File: src/rtl/gat_fixed_pkg.sv
package gat_fixed_pkg;

  // Leaky ReLU slope of 1/8 for negative scores
  localparam int LEAKY_SHIFT = 3;

  // Score to coefficient scaling
  localparam int SCORE_SHIFT = 4;

  // Saturation range of a signed 8-bit coefficient
  localparam int COEF_MAX    = 127;
  localparam int COEF_MIN    = -128;

endpackage

File: src/rtl/gat_dims_pkg.sv
package gat_dims_pkg;

  // Feature lanes of one projected row
  localparam int NUM_FEAT    = 4;
  localparam int WH_W        = 12;
  localparam int WH_ROW_W    = NUM_FEAT * WH_W;
  localparam int LANE_W      = 2;

  // Attention vector holds the source half before the destination half
  localparam int A_W         = 8;
  localparam int A_DEPTH     = 2 * NUM_FEAT;
  localparam int A_ADDR_W    = 3;

  // Score and coefficient
  localparam int SCORE_W     = 22;
  localparam int COEF_W      = 8;

  // FIFO word holds the row, the coefficient and the last flag
  localparam int ENTRY_ROW_LSB  = 0;
  localparam int ENTRY_COEF_LSB = ENTRY_ROW_LSB + WH_ROW_W;
  localparam int ENTRY_LAST_BIT = ENTRY_COEF_LSB + COEF_W;
  localparam int ENTRY_W        = ENTRY_LAST_BIT + 1;

  // Coefficient FIFO
  localparam int FIFO_DEPTH  = 8;
  localparam int FIFO_ADDR_W = 3;
  localparam int FIFO_CNT_W  = 4;

  // Entries that can still arrive after the ready level drops
  localparam int PIPE_SLOTS  = 2;

  // Aggregated result
  localparam int FEAT_W      = 32;
  localparam int FEAT_ROW_W  = NUM_FEAT * FEAT_W;

endpackage
File: src/rtl/gat_attention_core.sv
`timescale 1ns/1ps

module gat_attention_core (
  input  logic                                clk,
  input  logic                                rst_n,
  input  logic                                wh_vld_i,
  input  logic                                wh_last_i,
  input  logic [gat_dims_pkg::WH_ROW_W-1:0]   wh_data_i,
  output logic                                wh_rdy_o,
  input  logic                                a_wr_i,
  input  logic [gat_dims_pkg::A_ADDR_W-1:0]   a_addr_i,
  input  logic [gat_dims_pkg::A_W-1:0]        a_data_i,
  output logic                                feat_vld_o,
  output logic [gat_dims_pkg::FEAT_ROW_W-1:0] feat_data_o
);

  import gat_dims_pkg::*;

  logic               fifo_push;
  logic [ENTRY_W-1:0] fifo_push_entry;
  logic               fifo_pop;
  logic [ENTRY_W-1:0] fifo_pop_entry;
  logic               fifo_empty;
  logic               fifo_afull;

  // Rows are held outside while the FIFO reserve is in use
  assign wh_rdy_o = ~fifo_afull;

  attn_score_unit u_score (
    .clk          (clk            ),
    .rst_n        (rst_n          ),
    .wh_vld_i     (wh_vld_i       ),
    .wh_last_i    (wh_last_i      ),
    .wh_rdy_i     (wh_rdy_o       ),
    .wh_data_i    (wh_data_i      ),
    .a_wr_i       (a_wr_i         ),
    .a_addr_i     (a_addr_i       ),
    .a_data_i     (a_data_i       ),
    .push_o       (fifo_push      ),
    .push_entry_o (fifo_push_entry)
  );

  coef_fifo u_fifo (
    .clk          (clk            ),
    .rst_n        (rst_n          ),
    .push_i       (fifo_push      ),
    .push_entry_i (fifo_push_entry),
    .pop_i        (fifo_pop       ),
    .pop_entry_o  (fifo_pop_entry ),
    .empty_o      (fifo_empty     ),
    .afull_o      (fifo_afull     )
  );

  feature_aggregator u_aggr (
    .clk          (clk            ),
    .rst_n        (rst_n          ),
    .empty_i      (fifo_empty     ),
    .pop_entry_i  (fifo_pop_entry ),
    .pop_o        (fifo_pop       ),
    .feat_vld_o   (feat_vld_o     ),
    .feat_data_o  (feat_data_o    )
  );

endmodule

File: src/rtl/feature_aggregator.sv
`timescale 1ns/1ps

module feature_aggregator (
  input  logic                                clk,
  input  logic                                rst_n,
  input  logic                                empty_i,
  input  logic [gat_dims_pkg::ENTRY_W-1:0]    pop_entry_i,
  output logic                                pop_o,
  output logic                                feat_vld_o,
  output logic [gat_dims_pkg::FEAT_ROW_W-1:0] feat_data_o
);

  import gat_dims_pkg::*;

  logic [LANE_W-1:0]        lane_q;
  logic                     last_lane;
  logic                     entry_last;
  logic                     flush;
  logic signed [COEF_W-1:0] coef;
  logic signed [WH_W-1:0]   lane_val;
  logic signed [FEAT_W-1:0] prod;
  logic signed [FEAT_W-1:0] acc_q [NUM_FEAT];
  logic signed [FEAT_W-1:0] acc_d [NUM_FEAT];

  assign coef       = pop_entry_i[ENTRY_COEF_LSB +: COEF_W];
  assign entry_last = pop_entry_i[ENTRY_LAST_BIT];
  assign lane_val   = pop_entry_i[ENTRY_ROW_LSB + lane_q*WH_W +: WH_W];

  // Single shared multiplier steps one lane per cycle
  assign prod = coef * lane_val;

  assign last_lane = (lane_q == LANE_W'(NUM_FEAT - 1));
  assign pop_o     = ~empty_i & last_lane;
  assign flush     = pop_o & entry_last;

  always_comb begin
    for (int k = 0; k < NUM_FEAT; k++) begin
      acc_d[k] = acc_q[k];
    end
    if (!empty_i) begin
      acc_d[lane_q] = acc_q[lane_q] + prod;
    end
  end

  always_ff @(posedge clk or negedge rst_n) begin
    if (!rst_n) begin
      lane_q     <= '0;
      feat_vld_o <= 1'b0;
      for (int k = 0; k < NUM_FEAT; k++) begin
        acc_q[k] <= '0;
      end
    end else begin
      feat_vld_o <= flush;
      if (!empty_i) begin
        lane_q <= last_lane ? '0 : lane_q + 1'b1;
      end
      // Start the next subgraph from zero
      for (int k = 0; k < NUM_FEAT; k++) begin
        acc_q[k] <= flush ? '0 : acc_d[k];
      end
    end
  end

  always_ff @(posedge clk) begin
    if (flush) begin
      for (int k = 0; k < NUM_FEAT; k++) begin
        feat_data_o[k*FEAT_W +: FEAT_W] <= acc_d[k];
      end
    end
  end

endmodule

File: src/rtl/coef_fifo.sv
`timescale 1ns/1ps

module coef_fifo (
  input  logic                             clk,
  input  logic                             rst_n,
  input  logic                             push_i,
  input  logic [gat_dims_pkg::ENTRY_W-1:0] push_entry_i,
  input  logic                             pop_i,
  output logic [gat_dims_pkg::ENTRY_W-1:0] pop_entry_o,
  output logic                             empty_o,
  output logic                             afull_o
);

  import gat_dims_pkg::*;

  logic [ENTRY_W-1:0]     mem [FIFO_DEPTH];
  logic [FIFO_ADDR_W-1:0] wr_ptr_q;
  logic [FIFO_ADDR_W-1:0] rd_ptr_q;
  logic [FIFO_CNT_W-1:0]  cnt_q;

  always_ff @(posedge clk) begin
    if (push_i) begin
      mem[wr_ptr_q] <= push_entry_i;
    end
  end

  always_ff @(posedge clk or negedge rst_n) begin
    if (!rst_n) begin
      wr_ptr_q <= '0;
      rd_ptr_q <= '0;
      cnt_q    <= '0;
    end else begin
      if (push_i) begin
        wr_ptr_q <= wr_ptr_q + 1'b1;
      end
      if (pop_i) begin
        rd_ptr_q <= rd_ptr_q + 1'b1;
      end
      case ({push_i, pop_i})
        2'b10:   cnt_q <= cnt_q + 1'b1;
        2'b01:   cnt_q <= cnt_q - 1'b1;
        default: cnt_q <= cnt_q;
      endcase
    end
  end

  // Head word is visible without a read strobe
  assign pop_entry_o = mem[rd_ptr_q];
  assign empty_o     = (cnt_q == '0);

  // Keep room for the rows still inside the score pipeline
  assign afull_o = (FIFO_DEPTH - int'(cnt_q)) < (PIPE_SLOTS + 1);

endmodule

File: src/rtl/attn_score_unit.sv
`timescale 1ns/1ps

module attn_score_unit (
  input  logic                              clk,
  input  logic                              rst_n,
  input  logic                              wh_vld_i,
  input  logic                              wh_last_i,
  input  logic                              wh_rdy_i,
  input  logic [gat_dims_pkg::WH_ROW_W-1:0] wh_data_i,
  input  logic                              a_wr_i,
  input  logic [gat_dims_pkg::A_ADDR_W-1:0] a_addr_i,
  input  logic [gat_dims_pkg::A_W-1:0]      a_data_i,
  output logic                              push_o,
  output logic [gat_dims_pkg::ENTRY_W-1:0]  push_entry_o
);

  import gat_dims_pkg::*;
  import gat_fixed_pkg::*;

  logic signed [A_W-1:0]     a_q [A_DEPTH];
  logic                      first_q;
  logic                      accept;
  logic signed [SCORE_W-1:0] src_dot;
  logic signed [SCORE_W-1:0] dst_dot;
  logic signed [SCORE_W-1:0] src_q;

  logic                      s1_vld_q;
  logic                      s1_last_q;
  logic [WH_ROW_W-1:0]       s1_row_q;
  logic signed [SCORE_W-1:0] s1_dst_q;

  // One guard bit so the sum of both halves cannot wrap
  logic signed [SCORE_W:0]   score;
  logic signed [SCORE_W:0]   leaky;
  logic signed [SCORE_W:0]   scaled;
  logic signed [COEF_W-1:0]  coef;

  assign accept = wh_vld_i & wh_rdy_i;

  always_ff @(posedge clk) begin
    if (a_wr_i) begin
      a_q[a_addr_i] <= a_data_i;
    end
  end

  // Both half dot products of the incoming row
  always_comb begin
    logic signed [WH_W-1:0] lane;
    src_dot = '0;
    dst_dot = '0;
    for (int k = 0; k < NUM_FEAT; k++) begin
      lane    = wh_data_i[k*WH_W +: WH_W];
      src_dot = src_dot + lane * a_q[k];
      dst_dot = dst_dot + lane * a_q[NUM_FEAT + k];
    end
  end

  always_ff @(posedge clk or negedge rst_n) begin
    if (!rst_n) begin
      first_q  <= 1'b1;
      s1_vld_q <= 1'b0;
    end else begin
      s1_vld_q <= accept;
      if (accept) begin
        first_q <= wh_last_i;
      end
    end
  end

  // Dot-product stage
  always_ff @(posedge clk) begin
    if (accept) begin
      s1_row_q  <= wh_data_i;
      s1_last_q <= wh_last_i;
      s1_dst_q  <= dst_dot;
      // Target node fixes the source term for the whole subgraph
      if (first_q) begin
        src_q <= src_dot;
      end
    end
  end

  // Leaky ReLU, scaling and saturation
  always_comb begin
    score  = src_q + s1_dst_q;
    leaky  = score[SCORE_W] ? (score >>> LEAKY_SHIFT) : score;
    scaled = leaky >>> SCORE_SHIFT;
    if (scaled > COEF_MAX) begin
      coef = COEF_W'(COEF_MAX);
    end else if (scaled < COEF_MIN) begin
      coef = COEF_W'(COEF_MIN);
    end else begin
      coef = scaled[COEF_W-1:0];
    end
  end

  always_ff @(posedge clk or negedge rst_n) begin
    if (!rst_n) begin
      push_o <= 1'b0;
    end else begin
      push_o <= s1_vld_q;
    end
  end

  always_ff @(posedge clk) begin
    if (s1_vld_q) begin
      push_entry_o[ENTRY_ROW_LSB +: WH_ROW_W] <= s1_row_q;
      push_entry_o[ENTRY_COEF_LSB +: COEF_W]  <= coef;
      push_entry_o[ENTRY_LAST_BIT]            <= s1_last_q;
    end
  end

endmodule

File: config.mk
export PLATFORM = sky130hd
export DESIGN_NAME = gat_attention_core
export DESIGN_NICKNAME = d
export VERILOG_FILES = /design/src/rtl/gat_fixed_pkg.sv /design/src/rtl/gat_dims_pkg.sv /design/src/rtl/gat_attention_core.sv /design/src/rtl/feature_aggregator.sv /design/src/rtl/coef_fifo.sv /design/src/rtl/attn_score_unit.sv
export SDC_FILE = /design/constraint.sdc
export NUM_CORES = 2
export LEC_CHECK = 0
export CORE_ASPECT_RATIO = 1.1
export CORE_UTILIZATION = 55
export DETAILED_ROUTE_END_ITERATION = 10
export DONT_BUFFER_PORTS = 1
export HOLD_SLACK_MARGIN = 0.12
export PLACE_DENSITY = 0.78
export SYNTH_ARGS = -nofsm -noshare
export SYNTH_HDL_FRONTEND = slang
export SYNTH_SLANG_ARGS = --single-unit
File: constraint.sdc
create_clock -name clk -period 22.1 [get_ports clk]
set_clock_uncertainty 0.2 [all_clocks]
set_input_delay 4.42 -clock clk [delete_from_list [all_inputs] [get_ports clk]]
set_output_delay 4.42 -clock clk [all_outputs]
set_load 0.01 [all_outputs]
==> summary.md <==
| Metric | Value |
|---|---|
| Clk slew on worst S/H paths | 0.06 ns |
| Die Height | 381.1 um |
| Core area | 129200 um2 |
| WP data required | 22.35 ns |
| DRT iter0 DRCs | 3057 |
| Top cell type's share of synthesized area | 33.35% |
| Most common flop cell mapped by yosys | edfxtp_1 |
| Routed Antenna Nets | 0 |
| Ant. Diodes | 0 |
| Crit. Startpoint | u_fifo.rd_ptr_q[1] |
| Largest net degree at the start of global routing | 145 |
| Cell area after synthesis | 71860 um2 |
| Die area | 132100 um2 |
| CTS root buffer | clkbuf_16 |
| Max-slew violations | 0 |
| CTS buffer count | 90 |
| Reg2Reg Launch Point | u_fifo.rd_ptr_q[1] |
| Final Hold Viols | 0 |
| Synth unique cells | 86 |
| Synth cell count leaders | 1098 x inv_1, 798 x edfxtp_1, 795 x fa_1 |
| Max-cap violations | 0 |
| CP Launch Type | register |
| I/O Buffers | 0 |
| Via count | 44.19k |
| Area contributors post-synth | edfxtp_1 33%, fa_1 22%, ha_1 7.6%, inv_1 5.7%, mux4_2 5.3% |
| Hold buffer count at CTS | 0 |
| Nets | 7271 |
| CP delay by family, top | compound AO/OA/AOI/OAI gates |
| Cell row count | 138 |
| Final Critical Period | 11.73 ns |
| Sequential area share after synthesis | 38.36% |
| # setup viols final | 0 |
| Hold Startpoint | u_score.s1_row_q[4] |
| Status | complete, no violations |
| Starting Density | 55.64% |
| Layout cells sized above 1 | 6.634% |
| Delay of the slowest critical-path stage | 1.01 ns |
| Syn Area/Cell | 11.86 um2 |
| CP max FO | 47 |
| Initial antenna violation count | 4 |
| RSZ-0062 raised after global routing | no |
| Final period utilization | 53.06% |
| Vias in the first global route | 47.13k |
| # resized after CTS | 0 |
| TritonCTS clock tree | done |
| First-pass iteration count of the detailed router | 6 |
| Count of buffer and inverter cells on the critical path | 6 |
| Most numerous cell in the Yosys netlist | inv_1 |
| Slew margin rel. | 18.73% |
| Placer Congestion | 0.9214 |
| Grt ovf | 0 |
| Worst-skew pair later-pin latency | 0.72 ns |
| HPWL Detailed | 121.6 mm |
| Die W | 346.6 um |
| Total setup buffers inserted after CTS | 0 |
| All-Layer GR Usage | 26.12% |
| Area growth, synth to finish | 6.482% |
| Fmax | 85.28 MHz |
| Worst slew pin tran | 1.188 ns |
| DR DRC count | 0 |
| Crit path max-delay cell type | a2111oi_0 |
| Synth area leader | edfxtp_1 |
| EDFF count, synth | 798 |
| Synth Net Count | 7353 |
| Vias per cell | 5.720 |
| Worst hold path class | reg2reg |
| Setup TNS | 0 ns |
| Setup crit end kind | register |
| Post-synthesis cell count | 6060 |
| CTS H-Tree Depth | 3 |
| Routed WL | 167.7 mm |
| Io pins | 194 |
| Async set or reset register ratio after synthesis | 15.29% |
| Clock Tree Buf Depth | 3 |
| WP data arrival | 11.98 ns |
| First-pass GRT wire length | 264.5 mm |
| Setup Crit Path Kind | reg2reg |
| Clock sinks | 942 |
| Yosys reg bits | 942 |
| WL/cell | 21.71 um |
| Yosys warnings | 0 |
-- metal layers --
metal | wire, um | vias up | track usage [%] | part of all wire (%)
li1 | - | 19610 | - | -
met5 | 26 | - | 0 | 0.016
met2 | 84470 | 1669 | 45.06 | 50
met4 | 9941 | 4 | 14.19 | 5.9
met1 | 61840 | 22490 | 31.11 | 37
met3 | 11440 | 420 | 4.565 | 6.8
-- area by class of cell --
type                            instances  area (um2)
Sequential cell                       942       27580
Multi-Input combinational cell       3808       39450
Timing Repair Buffer                   33       247.7
Fill cell                            9824       52630
Tap cell                             1680        2102
Inverter                             1103        4145
Clock inverter                         49       629.4
Clock buffer                          110        2367
-- cells in the final DEF (no fill, tap or decap), drive strengths merged, types with 46 or more instances in the layout --
master / count
xnor2: 199
edfxtp: 798
and2: 565
dfrtp: 143
a21o: 46
a21oi: 171
nor3: 46
clkbuf: 110
nand2b: 100
fa: 795
nor2: 203
ha: 434
nand2: 468
o21bai: 53
inv: 1108
o21ai: 208
mux4: 170
xor2: 64
-- stage by stage --
stage	instances	hold WS, ns	cell area (um2)	utilization (%)	worst slack, ns
3_3_place_gp	7566	0.2026	73520	56.93	10.33
5_1_grt	7725	0.2260	76520	59.25	9.847
4_1_cts	7725	0.2194	76520	59.25	10.50
6_report	7725	0.2182	76520	59.25	10.37
3_5_place_dp	7566	0.2052	73520	56.93	10.14
2_1_floorplan	6060	0.2003	71860	-	10.74
-- kinds of logic (layout without fill, tap and decap cells) --
| logic type | Yosys count | in the layout | share of synthesized area, % |
|---|---|---|---|
| and+or+nand+nor | 1515 | 1515 | 10.83 |
| buffers and inverters | 1310 | 1295 | 6.848 |
| adders and majority gates | 1230 | 1230 | 29.72 |
| DFF | 942 | 942 | 38.36 |
| AOI/OAI and AO/OA | 597 | 597 | 5.230 |
| xor gates and xnor gates | 263 | 263 | 3.226 |
| muxes | 203 | 203 | 5.791 |
-- worst reg2reg max path, delay by kind of cell, from the launching register on --
| family | cells | cell delay (ns) |
|---|---|---|
| compound gates | 11 | 3.50 |
| fa+ha+maj | 6 | 2.78 |
| mux | 4 | 1.82 |
| buf+inv | 6 | 1.44 |
| flops | 1 | 0.77 |
| simple gates | 4 | 0.71 |
| xor+xnor | 1 | 0.23 |
-- sequential cells by signal (all words and copies together) (netlist names), 4 cells and up --
signal                flops
u_score.a_q              64
u_score.push_entry_o     57
u_aggr.feat_data_o      128
u_fifo.cnt_q              4
u_score.s1_row_q         48
u_fifo.mem              456
u_aggr.acc_q            128
u_score.s1_dst_q         22
u_score.src_q            22
-- path summary, 6_finish.rpt --
| path | to | slack [ns] | cells after the start |
|---|---|---|---|
| worst max-delay path | u_aggr.feat_data_o[92] | 10.37 | 32 |
| worst min-delay path | u_score.push_entry_o[4] | 0.22 | 0 |
| worst max register to register | u_aggr.feat_data_o[92] | 10.37 | 32 |
| worst min register to register | u_score.push_entry_o[4] | 0.22 | 0 |
| max in group asynchronous | u_score.s1_vld_q | 18.26 | 0 |
| min in group asynchronous | u_aggr.acc_q[23] | 3.19 | 0 |
Power is not shown: default switching activity piles up to over one toggle a cycle in this logic, so the estimate is an artifact.
